[config.mk]
export PLATFORM = sky130hd
export DESIGN_NAME = coms_top
export DESIGN_NICKNAME = d
export VERILOG_FILES = /design/src/rtl/coms_pkg.sv /design/src/rtl/coms_top.sv /design/src/rtl/reply_builder.sv /design/src/rtl/frame_parser.sv /design/src/rtl/uart_tx.sv /design/src/rtl/uart_rx.sv
export SDC_FILE = /design/constraint.sdc
export NUM_CORES = 1
export LEC_CHECK = 0
export BUFFER_PORTS_ARGS = -buffer_cell sky130_fd_sc_hd__clkbuf_2
export CORE_UTILIZATION = 30
export DETAILED_ROUTE_END_ITERATION = 8
export GPL_TIMING_DRIVEN = 0
export PLACE_DENSITY = 0.43
export REMOVE_ABC_BUFFERS = 1
export SETUP_SLACK_MARGIN = 0.15
export SLEW_MARGIN = 40
export SYNTH_ARGS = -nofsm -noshare
export SYNTH_HDL_FRONTEND = slang
export SYNTH_HIERARCHICAL = 1
export SYNTH_SLANG_ARGS = --single-unit
[constraint.sdc]
create_clock -name CLK -period 7.1 [get_ports CLK]
set_input_delay 1.42 -clock CLK [delete_from_list [all_inputs] [get_ports CLK]]
set_output_delay 1.42 -clock CLK [all_outputs]
set_load 0.02 [all_outputs]
[src/rtl/coms_pkg.sv]
package coms_pkg;

	////////////////////////////////////////////////////////////////////
	// basic widths

	typedef logic [7:0] byte_t;
	typedef logic signed [31:0] word_t;
	typedef logic [15:0] current_t;
	typedef logic [15:0] crc_t;

	// uart bit timing
	localparam int CLKS_PER_BIT = 16;
	typedef logic [$clog2(CLKS_PER_BIT)-1:0] baud_cnt_t;

	// motor measurements, sent in this order in the status frame
	typedef struct packed {
		word_t position;
		word_t velocity;
		word_t displacement;
		current_t current;
	} telemetry_t;

	typedef enum logic {
		FRAME_STATUS_REQ,
		FRAME_SETPOINT
	} frame_kind_e;

	// one parsed frame, handed from the parser to the reply side
	typedef struct packed {
		frame_kind_e kind;
		logic crc_ok;
		byte_t crc_hi;
	} frame_event_t;

	////////////////////////////////////////////////////////////////////
	// frame layout

	localparam int MAGIC_LEN = 4;
	localparam logic [31:0] STATUS_REQ_MAGIC = 32'h1CE1CEBB;
	localparam int STATUS_REQ_LEN = 7;
	localparam logic [31:0] SETPOINT_MAGIC = 32'hD0D0D0D0;
	localparam int SETPOINT_LEN = 11;
	localparam logic [31:0] STATUS_MAGIC = 32'h1CEB00DA;
	localparam int STATUS_LEN = 21;

	localparam crc_t CRC_INIT = 16'hFFFF;
	// x^16 + x^15 + x^2 + 1
	localparam crc_t CRC_POLY = 16'h8005;
	localparam byte_t ACK_BYTE = 8'h00;

	// one byte through the crc, msb first, no reflection
	function automatic crc_t crc16_step(crc_t crc, byte_t data);
		crc_t c;
		logic fb;
		c = crc;
		for (int i = 7; i >= 0; i--) begin
			fb = c[15] ^ data[i];
			c = {c[14:0], 1'b0};
			if (fb) begin
				c = c ^ CRC_POLY;
			end
		end
		return c;
	endfunction

endpackage
[src/rtl/coms_top.sv]
`timescale 1ns/10ps

module coms_top import coms_pkg::*; (
	input logic CLK,
	input logic reset,
	input logic rx,
	input byte_t id,
	input telemetry_t telemetry,
	output logic tx,
	output logic tx_enable,
	output word_t setpoint
);

	byte_t rx_data;
	logic rx_valid;
	frame_event_t evt;
	logic evt_valid;
	byte_t tx_data;
	logic tx_start;
	logic tx_busy;
	logic tx_done;

	//////////////////////////////////////////////////////////////////////
	// receive path

	uart_rx rx0 (
		.CLK(CLK),
		.reset(reset),
		.rx(rx),
		.rx_data(rx_data),
		.rx_valid(rx_valid)
	);

	frame_parser parser0 (
		.CLK(CLK),
		.reset(reset),
		.rx_data(rx_data),
		.rx_valid(rx_valid),
		.evt(evt),
		.evt_valid(evt_valid),
		.setpoint(setpoint)
	);

	//////////////////////////////////////////////////////////////////////
	// reply path

	reply_builder builder0 (
		.CLK(CLK),
		.reset(reset),
		.id(id),
		.telemetry(telemetry),
		.evt(evt),
		.evt_valid(evt_valid),
		.tx_busy(tx_busy),
		.tx_done(tx_done),
		.tx_data(tx_data),
		.tx_start(tx_start)
	);

	uart_tx tx0 (
		.CLK(CLK),
		.reset(reset),
		.tx_start(tx_start),
		.tx_data(tx_data),
		.tx(tx),
		.tx_enable(tx_enable),
		.tx_busy(tx_busy),
		.tx_done(tx_done)
	);

endmodule

[src/rtl/reply_builder.sv]
`timescale 1ns/10ps

module reply_builder import coms_pkg::*; (
	input logic CLK,
	input logic reset,
	input byte_t id,
	input telemetry_t telemetry,
	input frame_event_t evt,
	input logic evt_valid,
	input logic tx_busy,
	input logic tx_done,
	output byte_t tx_data,
	output logic tx_start
);

	typedef enum logic [1:0] {B_IDLE, B_SEND, B_WAIT} builder_state_e;

	builder_state_e state;
	logic [4:0] byte_idx;
	// one byte reply, ack or nack
	logic single;
	byte_t single_byte;
	byte_t id_snap;
	telemetry_t tel_snap;
	crc_t crc;
	byte_t frame_byte;
	logic [8*(STATUS_LEN-MAGIC_LEN-2)-1:0] body;
	logic accept;
	logic good_status;
	logic in_body;
	logic frame_last;

	// events that come in while a reply is going out are lost
	assign accept = (state == B_IDLE) && evt_valid && !tx_busy;
	assign good_status = evt.crc_ok && (evt.kind == FRAME_STATUS_REQ);

	// id, position, velocity, displacement, current, all big endian
	assign body = {id_snap, tel_snap};
	assign in_body = (byte_idx >= 5'(MAGIC_LEN)) && (byte_idx < 5'(STATUS_LEN - 2));
	assign frame_last = single || (byte_idx == 5'(STATUS_LEN - 1));

	//////////////////////////////////////////////////////////////////////
	// status frame byte select

	always_comb begin
		int pos;
		pos = int'(byte_idx);
		if (pos < MAGIC_LEN) begin
			frame_byte = STATUS_MAGIC[31 - 8*pos -: 8];
		end else if (in_body) begin
			frame_byte = body[$bits(body) - 1 - 8*(pos - MAGIC_LEN) -: 8];
		end else if (pos == STATUS_LEN - 2) begin
			frame_byte = crc[15:8];
		end else begin
			frame_byte = crc[7:0];
		end
	end

	assign tx_data = single ? single_byte : frame_byte;

	always_ff @(posedge CLK or posedge reset) begin
		if (reset) begin
			state <= B_IDLE;
			byte_idx <= '0;
			single <= 1'b0;
			tx_start <= 1'b0;
		end else begin
			tx_start <= 1'b0;
			case (state)
				B_IDLE: begin
					if (accept) begin
						byte_idx <= '0;
						single <= !good_status;
						tx_start <= 1'b1;
						state <= B_WAIT;
					end
				end
				B_SEND: begin
					if (!tx_busy) begin
						tx_start <= 1'b1;
						state <= B_WAIT;
					end
				end
				B_WAIT: begin
					if (tx_done) begin
						if (frame_last) begin
							state <= B_IDLE;
						end else begin
							byte_idx <= byte_idx + 5'd1;
							state <= B_SEND;
						end
					end
				end
				default: state <= B_IDLE;
			endcase
		end
	end

	// snapshot and running crc over bytes 4 to 18 as they finish
	always_ff @(posedge CLK) begin
		if (accept) begin
			id_snap <= id;
			tel_snap <= telemetry;
			crc <= CRC_INIT;
			single_byte <= evt.crc_ok ? ACK_BYTE : evt.crc_hi;
		end else if (state == B_WAIT && tx_done && !single && in_body) begin
			crc <= crc16_step(crc, frame_byte);
		end
	end

endmodule

[src/rtl/frame_parser.sv]
`timescale 1ns/10ps

module frame_parser import coms_pkg::*; (
	input logic CLK,
	input logic reset,
	input byte_t rx_data,
	input logic rx_valid,
	output frame_event_t evt,
	output logic evt_valid,
	output word_t setpoint
);

	typedef enum logic {P_HUNT, P_COLLECT} parser_state_e;

	parser_state_e state;
	logic [23:0] window;
	logic [31:0] window_next;
	logic [3:0] byte_cnt;
	// bytes under the crc: id plus payload
	logic [3:0] data_len;
	frame_kind_e kind;
	crc_t crc;
	byte_t crc_rx_hi;
	word_t sp_buf;
	logic last_byte;
	logic crc_match;
	logic hit_status_req;
	logic hit_setpoint;

	assign window_next = {window, rx_data};
	assign hit_status_req = (window_next == STATUS_REQ_MAGIC);
	assign hit_setpoint = (window_next == SETPOINT_MAGIC);

	assign data_len = (kind == FRAME_SETPOINT) ? 4'(SETPOINT_LEN - MAGIC_LEN - 2)
		: 4'(STATUS_REQ_LEN - MAGIC_LEN - 2);
	assign last_byte = (byte_cnt == data_len + 4'd1);
	assign crc_match = ({crc_rx_hi, rx_data} == crc);

	//////////////////////////////////////////////////////////////////////
	// frame state

	always_ff @(posedge CLK or posedge reset) begin
		if (reset) begin
			state <= P_HUNT;
			window <= '0;
			byte_cnt <= '0;
			evt_valid <= 1'b0;
			setpoint <= '0;
		end else begin
			evt_valid <= 1'b0;
			if (rx_valid) begin
				case (state)
					P_HUNT: begin
						window <= window_next[23:0];
						byte_cnt <= '0;
						if (hit_status_req || hit_setpoint) begin
							state <= P_COLLECT;
						end
					end
					P_COLLECT: begin
						byte_cnt <= byte_cnt + 4'd1;
						if (last_byte) begin
							evt_valid <= 1'b1;
							window <= '0;
							state <= P_HUNT;
							if (kind == FRAME_SETPOINT && crc_match) begin
								setpoint <= sp_buf;
							end
						end
					end
					default: state <= P_HUNT;
				endcase
			end
		end
	end

	//////////////////////////////////////////////////////////////////////
	// crc and payload

	always_ff @(posedge CLK) begin
		if (rx_valid) begin
			if (state == P_HUNT) begin
				crc <= CRC_INIT;
				kind <= hit_setpoint ? FRAME_SETPOINT : FRAME_STATUS_REQ;
			end else if (byte_cnt < data_len) begin
				crc <= crc16_step(crc, rx_data);
				// the last four data bytes of a setpoint frame are the value
				sp_buf <= {sp_buf[23:0], rx_data};
			end else if (byte_cnt == data_len) begin
				crc_rx_hi <= rx_data;
			end else begin
				evt.kind <= kind;
				evt.crc_ok <= crc_match;
				evt.crc_hi <= crc[15:8];
			end
		end
	end

endmodule

[src/rtl/uart_tx.sv]
`timescale 1ns/10ps

module uart_tx import coms_pkg::*; (
	input logic CLK,
	input logic reset,
	input logic tx_start,
	input byte_t tx_data,
	output logic tx,
	output logic tx_enable,
	output logic tx_busy,
	output logic tx_done
);

	typedef enum logic [1:0] {TX_IDLE, TX_START, TX_DATA, TX_STOP} tx_state_e;

	tx_state_e state;
	baud_cnt_t baud_cnt;
	logic [2:0] bit_idx;
	byte_t tx_shift;
	logic bit_end;

	assign bit_end = (baud_cnt == baud_cnt_t'(CLKS_PER_BIT - 1));

	always_ff @(posedge CLK or posedge reset) begin
		if (reset) begin
			state <= TX_IDLE;
			baud_cnt <= '0;
			bit_idx <= '0;
			tx <= 1'b1;
			tx_done <= 1'b0;
		end else begin
			tx_done <= 1'b0;
			baud_cnt <= bit_end ? '0 : baud_cnt + 1'b1;
			case (state)
				TX_IDLE: begin
					baud_cnt <= '0;
					if (tx_start) begin
						tx <= 1'b0;
						state <= TX_START;
					end
				end
				TX_START: begin
					if (bit_end) begin
						bit_idx <= '0;
						tx <= tx_shift[0];
						state <= TX_DATA;
					end
				end
				TX_DATA: begin
					if (bit_end) begin
						bit_idx <= bit_idx + 1'b1;
						if (bit_idx == 3'd7) begin
							tx <= 1'b1;
							state <= TX_STOP;
						end else begin
							tx <= tx_shift[0];
						end
					end
				end
				TX_STOP: begin
					if (bit_end) begin
						tx_done <= 1'b1;
						state <= TX_IDLE;
					end
				end
				default: state <= TX_IDLE;
			endcase
		end
	end

	// bit 0 always holds the next bit to put on the line
	always_ff @(posedge CLK) begin
		if (state == TX_IDLE && tx_start) begin
			tx_shift <= tx_data;
		end else if ((state == TX_START || state == TX_DATA) && bit_end) begin
			tx_shift <= tx_shift >> 1;
		end
	end

	// half duplex transceiver is driven for the whole byte, start to stop
	assign tx_busy = (state != TX_IDLE);
	assign tx_enable = (state != TX_IDLE);

endmodule

[src/rtl/uart_rx.sv]
`timescale 1ns/10ps

module uart_rx import coms_pkg::*; (
	input logic CLK,
	input logic reset,
	input logic rx,
	output byte_t rx_data,
	output logic rx_valid
);

	typedef enum logic [1:0] {RX_IDLE, RX_START, RX_DATA, RX_STOP} rx_state_e;

	rx_state_e state;
	logic rx_meta;
	logic rx_sync;
	baud_cnt_t baud_cnt;
	logic [2:0] bit_idx;
	byte_t rx_shift;
	logic bit_end;

	// line idles high, so the synchronizer comes out of reset high
	always_ff @(posedge CLK or posedge reset) begin
		if (reset) begin
			rx_meta <= 1'b1;
			rx_sync <= 1'b1;
		end else begin
			rx_meta <= rx;
			rx_sync <= rx_meta;
		end
	end

	assign bit_end = (baud_cnt == baud_cnt_t'(CLKS_PER_BIT - 1));

	always_ff @(posedge CLK or posedge reset) begin
		if (reset) begin
			state <= RX_IDLE;
			baud_cnt <= '0;
			bit_idx <= '0;
			rx_valid <= 1'b0;
		end else begin
			rx_valid <= 1'b0;
			case (state)
				RX_IDLE: begin
					baud_cnt <= '0;
					if (!rx_sync) begin
						state <= RX_START;
					end
				end
				RX_START: begin
					// half a bit in, still low means a real start bit
					if (baud_cnt == baud_cnt_t'(CLKS_PER_BIT / 2 - 1)) begin
						baud_cnt <= '0;
						bit_idx <= '0;
						state <= rx_sync ? RX_IDLE : RX_DATA;
					end else begin
						baud_cnt <= baud_cnt + 1'b1;
					end
				end
				RX_DATA: begin
					baud_cnt <= baud_cnt + 1'b1;
					if (bit_end) begin
						bit_idx <= bit_idx + 1'b1;
						if (bit_idx == 3'd7) begin
							state <= RX_STOP;
						end
					end
				end
				RX_STOP: begin
					baud_cnt <= baud_cnt + 1'b1;
					if (bit_end) begin
						// framing error drops the byte silently
						rx_valid <= rx_sync;
						state <= RX_IDLE;
					end
				end
				default: state <= RX_IDLE;
			endcase
		end
	end

	// lsb arrives first
	always_ff @(posedge CLK) begin
		if (state == RX_DATA && bit_end) begin
			rx_shift <= {rx_sync, rx_shift[7:1]};
		end
	end

	assign rx_data = rx_shift;

endmodule

**Word-level counts from Yosys, hierarchy flattened**

Cells that the tools add are included.

- Add/sub/neg operators: 10
- Order comparisons: 4
- Eq/ne operators: 36
- Shift-type cells: 2
- Multiplexer cells: 113
- Bitwise gates (word level): 36
- Reduce and logical (&&, ||, !) cells: 42

Operators by type and width:

| operator | number |
|---|---|
| 16-bit 2-to-1 mux | 52 |
| 127-bit by 32-bit indexed part select with 8-bit output | 1 |
| 8-bit 2-to-1 mux | 6 |
| 3-bit inverter | 16 |
| 24-bit one-hot mux with 2 select lines | 1 |
| 39-bit by 32-bit indexed part select with 8-bit output (first input constant) | 1 |
| 32-bit by 29-bit == test with 1-bit output (second input constant) | 1 |
| 32-bit == test (second input constant) | 1 |
| 8-bit by 32-bit subtractor with 32-bit output (first input constant) | 1 |
| 2-bit 2-to-1 mux | 14 |
| 24-bit 2-to-1 mux | 1 |
| 2-bit by 1-bit != test with 1-bit output (second input constant) | 10 |
| 4-bit AND reduction | 5 |
| 1-bit 2-to-1 mux | 17 |
| 4-bit by 1-bit adder with 4-bit output (second input constant) | 4 |
| 16-bit == test | 1 |
| 2-bit one-hot mux with 4 select lines | 2 |
| 1-bit bitwise XOR | 16 |
| 3-bit 2-to-1 mux | 5 |
| 5-bit 2-to-1 mux | 3 |
| 4-bit 2-to-1 mux | 3 |
| 2-bit != test (second input constant) | 6 |
| 3-bit one-hot mux with 2 select lines | 2 |
| 4-bit one-hot mux with 3 select lines | 1 |
| other kinds (31) | 73 |

- Bits in registers: 321
- Input bits: 123
- Output and inout bits: 34
- Word-level logic and storage cells: 279

**Logic depth before layout (Yosys ltp)**

Gate-level depths: netlist of run 1.

- Depth in word-level cells: 38
- Gate-level depth with buffers: 13

**Hierarchy**

Netlist of run 1, hierarchy kept.

Modules (own cells, without submodules):

| module | instances | cells an instance | area each (um^2) | seq. area each (um^2) |
|---|---|---|---|---|
| reply_builder | 1 | 466 | 6882.9 | 4389.2 |
| frame_parser | 1 | 364 | 5282.6 | 3563.4 |
| uart_tx | 1 | 77 | 978.4 | 516.7 |
| uart_rx | 1 | 61 | 817.0 | 543.0 |

**Least setup slack after synthesis of run 1**

No wires, ideal clock.

- Path type: flip-flop to flip-flop
- Start point: register tx0.state[0]
- End point: register builder0.byte_idx[2]
- Library setup time: 0.132 ns
- Arrival time: 4.495 ns
- Path slack: 2.473 ns
- Cell stages (with the launch flop): 10
- Period minus slack after synthesis: 4.627 ns
- Cells stage by stage: dfrtp_1 inv_1 ha_1 inv_1 nor2_1 nand3b_1 inv_1 nor2_1 o21ai_0 o21ai_0

- Word-level cells in the longest chain between the ends: 5

RTL lines:

| what | RTL line | text |
|---|---|---|
| start: declaration | uart_tx.sv:16 | `tx_state_e state;` |
| start signal: assignment | uart_tx.sv:26 | `state <= TX_IDLE;` |
| start signal: assignment | uart_tx.sv:39 | `state <= TX_START;` |
| start signal: assignment | uart_tx.sv:46 | `state <= TX_DATA;` |
| 2-bit nonzero test | uart_tx.sv:81 | `assign tx_busy = (state != TX_IDLE);` |
| named net tx_busy | coms_top.sv:20 | `logic tx_busy;` |
| 1-bit logical NOT | reply_builder.sv:34 | `assign accept = (state == B_IDLE) && evt_valid && !tx_busy;` |
| 1-bit logical AND | reply_builder.sv:34 |  |
| named net builder0.accept | reply_builder.sv:28 | `logic accept;` |
| 2-bit by 1-bit != test with 1-bit output (no line) | n/a |  |
| 4-bit AND reduction (no line) | n/a |  |
| end signal: assignment | reply_builder.sv:89 | `byte_idx <= byte_idx + 5'd1;` |
| end: declaration | reply_builder.sv:19 | `logic [4:0] byte_idx;` |

The timed path passes the listed nets, and every way through them passes these cells.
A chain may end at the register's enable or synchronous reset.

**Worst setup path after layout of run 1**

- Start point: register builder0.byte_idx[0]
- End point: register builder0.crc[15]

- Word-level cells in the longest chain between the ends: 35

RTL lines:

| what | RTL line | text |
|---|---|---|
| 5-bit by 3-bit subtractor with 6-bit output | reply_builder.sv:51 | `frame_byte = body[$bits(body) - 1 - 8*(pos - MAGIC_LEN) -: 8];` |
| 8-bit by 32-bit subtractor with 32-bit output | reply_builder.sv:51 |  |
| 127-bit by 32-bit indexed part select with 8-bit output | reply_builder.sv:51 |  |
| 8-bit 2-to-1 mux | reply_builder.sv:50 | `end else if (in_body) begin` |
| 8-bit 2-to-1 mux | reply_builder.sv:48 | `if (pos < MAGIC_LEN) begin` |
| 1-bit bitwise XOR | coms_pkg.sv:57 | `fb = c[15] ^ data[i];` |
| 16-bit 2-to-1 mux | coms_pkg.sv:59 | `if (fb) begin` |
| 16-bit 2-to-1 mux | reply_builder.sv:106 | `end else if (state == B_WAIT && tx_done && !single && in_body) begin` |
| [... 19 more ...] | n/a |  |
| 16-bit 2-to-1 mux | reply_builder.sv:106 |  |
| 16-bit 2-to-1 mux | reply_builder.sv:101 | `if (accept) begin` |
| 1-bit bitwise XOR | coms_pkg.sv:57 |  |
| 16-bit 2-to-1 mux | coms_pkg.sv:59 |  |
| 16-bit 2-to-1 mux | reply_builder.sv:106 |  |
| 16-bit 2-to-1 mux | reply_builder.sv:101 |  |
| 1-bit bitwise XOR | coms_pkg.sv:57 |  |
| 16-bit 2-to-1 mux | coms_pkg.sv:59 |  |
| end signal: assignment | reply_builder.sv:107 | `crc <= crc16_step(crc, frame_byte);` |
| end: declaration | reply_builder.sv:25 | `crc_t crc;` |

Parallel ways exist; a longest one is shown, timed or not. The select of a mux whose other input is x is not followed.

==> flow_summary.toml, run 1 <==
[clock_network]
clk_latency_ns = 0.55
cts.htree.levels = 2
cts.path.max_buffers = 3
cts_tree = "done"
numCtsBuffers = 38
postCtsResizedCells = 0
ctsHoldBuffers = 0
postCtsSetupBuffers = 0
cts.sinks = 321
clk_pin_slew_ns = 0.06
cts_root_buf = "clkbuf_16"

[yosys]
synth_edf_count = 211
syn-cell-area_mm2 = 0.0140
seq_area_frac_synth_pct = 64.6
syn_avg_cell_area_um2 = 14.4
yosysWarnings = 6
synth_cell_type_count = 81
synth_area_leaders = "edfxtp_1, dfrtp_1, xnor2_1"
yosys.area.top_type_share_pct = 45.4
synth_common_cells = "edfxtp_1, nand2_1, dfrtp_1"
yosysMostFrequentCell = "edfxtp_1"
synth-seq-cells = 321
synth-async-reset-ratio_pct = 29.3
ys.flop_type = "edfxtp_1"
yosysTopAreaCell = "edfxtp_1"
syn_inst = 968

[timing]
fmax_mhz = 211
period_share_pct = 66.7
period_needed_ns = 4.73
final-setup-viol-count = 0
finalClockSkew_ns = 0.0224
hold_slack_ns = 0.358
rsz0062_at_grt = "false"
tightest_slew_ns = 0.852
final_max_slew_viol_count = 0
finalHoldViolCount = 0
tns_ns = 0
relSlewSlack_pct = 42.5

[pwr]
combinationalPowerShare_pct = 3.8
internal-power_w = 0.00329
switching_share_pct = 21.7
power_density_mw_per_mm2 = 251
seqPwrFrac_pct = 49.7
cellLeakagePower_nw = 6.30
power.total_w = 0.00421
irDropWorstVdd_v = 0.000174
pwr-share-clk_pct = 46.4
switching_power_w = 0.000915

[routing]
wl_um = 32600
via_per_inst = 4.63
wl_per_cell_um = 18.5
dr.pass1.iters = 4
first_iter_violations = 474
drc = 0
ant_nets = 0
vias = 8168

[finish]
nets = 1281
instances_no_fill = 1764
fill_cells = 4452
drive_gt1_share_pct = 28.4
area_growth_pct = 20.3
fin_area_mm2 = 0.0168

[worst_setup_path]
reg2reg_slack_ns = 2.37
rr_endpoint = "builder0/crc[15]"
critPathMaxFanout = 27
r2r-start = "builder0/byte_idx[0]"
cp_data_arrival_time_ns = 5.13
path_class = "flip-flop to flip-flop"
rr_worst_depth = 11
worstPathRequired_ns = 7.50
cp-end-kind = "flip-flop"
critPathLaunchType = "flip-flop"

[global_route]
grt_pass1_wl_um = 51500
antenna_found_initial = 1
grt_max_degree = 57
grt_usage_pct = 14.3
gr-total-overflow = 0
first_global_vias = 8500

[floorplanning]
rows = 78
start_util_pct = 30.6
dieWidth_um = 218
ioPinCount = 157
die_h_um = 218
die_area_mm2 = 0.0474
core_mm2 = 0.0457

[placement]
placedCellCount = 1695
place_hpwl_um = 22500
dpl_cell_area_mm2 = 0.0155
globalplace.congestion = 0.769
portBuffers = 156

[min_path]
hold_class = "flip-flop to flip-flop"
whs_path_depth = 0
min_from = "rx0/rx_meta"
whs_endpoint = "rx0/rx_sync"

[status]
status = "finished clean"

[run]
max-cap-violations = 0
routing by layer:
metal	up-vias	global-route usage, %	share of wire (%)
met5	-	0	0
met1	4123	18.8	45
met3	42	2.38	2.5
met2	88	23.7	50
li1	3915	-	-
met4	0	4.98	2.1
stage by stage:
stage	setup WS, ns	utilization, %
3_3_place_gp	-0.726	33.4
4_1_cts	2.39	36.8
3_5_place_dp	2.41	34.0
5_1_grt	2.21	36.8
2_1_floorplan	1.89	-
6_report	2.37	36.8
power groups by stage:
stage          Combinational, W  Sequential [W]  Clock, W
2_1_floorplan          0.000107         0.00211         0
3_3_place_gp           0.000159         0.00213         0
3_5_place_dp           0.000165         0.00213         0
4_1_cts                0.000165         0.00209   0.00203
5_1_grt                0.000184         0.00210   0.00209
6_report               0.000162         0.00209   0.00195
critical path: stages (launching register included):
cell,delay (ns)
dfrtp_4,0.56
buf_12,0.26
ha_1,0.53
xor2_4,0.32
mux4_2,0.35
and2_0,0.16
o311ai_0,0.74
a221o_1,0.31
xor2_1,0.47
xnor3_1,0.37
xor3_1,0.42
o211ai_2,0.08
flip-flops by register name, indices dropped and copies added, names as in the netlist, 2 cells and up, named ones only:
| register | count |
|---|---|
| parser0/crc_rx_hi | 8 |
| builder0/id_snap | 8 |
| rx0/bit_idx | 3 |
| builder0/body | 112 |
| rx0/rx_data | 8 |
| tx0/bit_idx | 3 |
| builder0/crc | 16 |
| parser0/setpoint | 32 |
| builder0/state | 2 |
| parser0/evt | 10 |
| tx0/baud_cnt | 4 |
| builder0/byte_idx | 5 |
| tx0/tx_shift | 8 |
| parser0/sp_buf | 32 |
| parser0/window | 24 |
| rx0/baud_cnt | 4 |
| parser0/byte_cnt | 4 |
| parser0/crc | 16 |
| tx0/state | 2 |
| builder0/single_byte | 8 |
placed cells by master (no fill, tap or decap), types with 5 or more instances in the layout:
cell type  synthesis  layout
o21ai_1           27      27
ha_1              23      22
clkinv_2           0       5
a211oi_1           6       5
xnor2_1           55      54
and3_1             7       5
mux2_2            15      15
mux2i_1           23      23
mux4_2            20      20
nor2b_1           12      11
dfrtp_1           91      90
clkinv_1           1       6
clkbuf_1          18       6
nand2_1          123     122
o211ai_1          17      17
dfxtp_1           16      16
edfxtp_1         211     211
nand4_1            8       8
nor2_1            26      25
clkbuf_2           0     156
inv_1             28      26
o21ai_0           22      22
mux2_4            31      31
nor3_1            11      10
a31oi_1            9       9
nand2b_1          11      11
clkbuf_16          0      38
and2_1             5       5
nand3_1           21      20
a21oi_1           21      21
cell families (layout without fill, tap and decap cells):
group	count (synthesis)	in the layout	synth area share, %
flip-flops	321	321	64.6
AND/OR/NAND/NOR	252	252	8.85
AO/OA/AOI/OAI	140	140	6.91
multiplexers	91	91	9.58
XOR/XNOR	72	72	5.69
buffers and inverters	69	264	2.36
adder cells (fa/ha/maj)	23	23	2.06
other	0	1	0
how the worst max path moves through the flow:
| stage | startpoint | endpoint |
|---|---|---|
| finish | builder0/byte_idx[0] | builder0/crc[15] |
| global route | builder0/byte_idx[0] | builder0/crc[15] |
| CTS | builder0/byte_idx[0] | builder0/crc[15] |
| detailed placement | builder0/byte_idx[0] | builder0/crc[15] |
| global placement | builder0/byte_idx[0] | builder0/crc[15] |
| floorplan | builder0/byte_idx[0] | builder0/crc[15] |
layout make-up:
| type | count | area (µm²) | share of cell area (%) |
|---|---|---|---|
| diodes | 1 | 2.50 | 0.0149 |
| clock buffers | 48 | 1030 | 6.12 |
| clock inverters | 20 | 220 | 1.31 |
| inverters | 30 | 125 | 0.745 |
| multi-input cells | 578 | 4680 | 27.9 |
| flip-flops and latches | 321 | 9020 | 53.7 |
| well taps | 600 | 751 | 4.47 |
| repair buffers | 166 | 968 | 5.77 |
No activity file was read; power rests on OpenSTA's default activity.
==> run 2: changes to the inputs <==
--- a/config.mk
+++ b/config.mk
@@ -9,7 +9,7 @@
 export CORE_UTILIZATION = 30
 export DETAILED_ROUTE_END_ITERATION = 8
 export GPL_TIMING_DRIVEN = 0
-export PLACE_DENSITY = 0.43
+export PLACE_DENSITY = 0.45
 export REMOVE_ABC_BUFFERS = 1
 export SETUP_SLACK_MARGIN = 0.15
 export SLEW_MARGIN = 40
==> constraint.sdc (replaced) <==
create_clock -name CLK -period 4.2 [get_ports CLK]
set_input_delay 0.84 -clock CLK [delete_from_list [all_inputs] [get_ports CLK]]
set_output_delay 0.84 -clock CLK [all_outputs]
set_load 0.02 [all_outputs]
==> flow_summary.toml, run 2 (synthesized netlist as in run 1, its figures left out) <==
[finish]
drive_gt1_share_pct = 29.9
layout_commonest_cell = "edfxtp_1"
largest_register_ff_count = 112
nets = 1296
layout_common_cells = "edfxtp_1, clkbuf_2, nand2_1"
area_growth_pct = 22.2

[placement]
place_hpwl_um = 21800
dp_worst_setup_slack_ns = -0.580
globalplace.congestion = 0.777
portBuffers = 156

[timing]
final_max_slew_viol_count = 0
setup_slack_ns = 0.339
finalClockSkew_ns = 0.0143
finalHoldViolCount = 0
period_needed_ns = 3.86
tightest_slew_ns = 0.895
period_share_pct = 91.9
fmax_mhz = 259
rsz0062_at_grt = "false"
final-setup-viol-count = 0
hold_slack_ns = 0.357
relSlewSlack_pct = 39.8

[clock_network]
clk_pin_slew_ns = 0.06
clk_latency_ns = 0.54
cts.htree.levels = 2
cts.sinks = 321
ctsHoldBuffers = 0
cts_root_buf = "clkbuf_16"
cts_tree = "done"
numCtsBuffers = 38
cts.path.max_buffers = 3

[worst_setup_path]
reg2reg_slack_ns = 0.34
critical-path-max-stage-delay_ns = 0.53
path_class = "flip-flop to flip-flop"
critPathMaxFanout = 16
path_cells = "buf_12 -> ha_4 -> xor2_4 -> buf_12 -> mux2i_2 -> o22ai_1 -> a211o_1 -> a31oi_4 -> xnor3_1 -> xnor3_2 -> xor3_1 -> o211ai_2"
critPathLaunchType = "flip-flop"
path_common_cell = "buf_12"
worstPathRequired_ns = 4.66
cp_data_arrival_time_ns = 4.33
cp-end-kind = "flip-flop"
slowest_stage = "dfrtp_4"

[global_route]
antenna_found_initial = 1
first_global_vias = 8270
grt_max_degree = 71
gr-total-overflow = 0
grt_usage_pct = 14.0
grt_pass1_wl_um = 50200

[run]
max-cap-violations = 0

[routing]
vias = 8104
via_per_inst = 4.55
first_iter_violations = 466
wl_um = 32800
drc = 0
ant_nets = 0
dr.pass1.iters = 5
wl_per_cell_um = 18.4

[floorplanning]
die_h_um = 218
core_mm2 = 0.0457
dieWidth_um = 218
die_area_mm2 = 0.0474
rows = 78
start_util_pct = 30.6
ioPinCount = 157

[pwr]
switching_share_pct = 21.9
internal-power_w = 0.00557
power_density_mw_per_mm2 = 418
cellLeakagePower_nw = 6.40
combinationalPowerShare_pct = 3.9
pwr-share-clk_pct = 46.5
power.total_w = 0.00713
irDropWorstVdd_v = 0.000235
seqPwrFrac_pct = 49.7
switching_power_w = 0.00156

[status]
status = "finished clean"

[min_path]
hold_class = "primary input to asynchronous set/reset pin"
[run 2: power groups by stage]
stage | sequential [W] | clock [W] | combinational [W]
2_1_floorplan | 0.00357 | 0 | 0.000182
3_3_place_gp | 0.00360 | 0 | 0.000268
3_5_place_dp | 0.00360 | 0 | 0.000282
4_1_cts | 0.00354 | 0.00343 | 0.000281
5_1_grt | 0.00356 | 0.00352 | 0.000316
6_report | 0.00354 | 0.00331 | 0.000276
[run 2: metal layers]
layer	global-route usage, %	up-vias	wire, µm
li1	-	3941	-
met1	18.6	4006	15000
met2	22.8	106	16100
met3	2.71	51	999
met4	4.44	0	703
met5	0	-	0
[run 2: area by class of cell]
class	count	area (µm²)
Antenna cell	1	2.50
Clock buffer	52	1080
Clock inverter	17	174
Fill cell	4391	28600
Inverter	30	130
Multi-Input combinational cell	578	4790
Sequential cell	321	9020
Tap cell	600	751
Timing Repair Buffer	181	1120
[run 2: critical path: cells and delay by family (launching register included)]
kind                       cells  cell delay [ns]
xor gates and xnor gates       4             1.58
muxes                          1             0.25
DFF                            1             0.53
AOI/OAI and AO/OA              4             0.80
buffers and inverters          2             0.38
adders and majority gates      1             0.21
[run 2: metrics by stage]
stage	std cells	utilization [%]	area, µm²	setup TNS [ns]
after floorplan	929	-	13700	-61.08
after global placement	1685	33.4	15300	-363.46
after detailed placement	1694	34.0	15500	-1.48
after CTS	1770	37.0	16900	0
after global routing	1780	37.4	17100	0
final	1780	37.4	17100	0
[run 2: worst paths after layout]
check,start,to,cells past startpoint
max,builder0/byte_idx[0],builder0/crc[15],12
max reg2reg,builder0/byte_idx[0],builder0/crc[15],12
max in group asynchronous,reset,parser0/window[17],3
min,reset,parser0/setpoint[6],2
min in group CLK,rx0/rx_meta,rx0/rx_sync,0
min reg2reg,rx0/rx_meta,rx0/rx_sync,0
[run 2: what timing repair did]
| item | in CTS | in global routing |
|---|---|---|
| setup buffers | 7 | 8 |
| gates cloned | 0 | 1 |
| resized for setup | 10 | 11 |
| pin swaps | 1 | 4 |
| endpoints found under the setup margin | 7 | 3 |
| hold endpoints to repair | 0 | 0 |
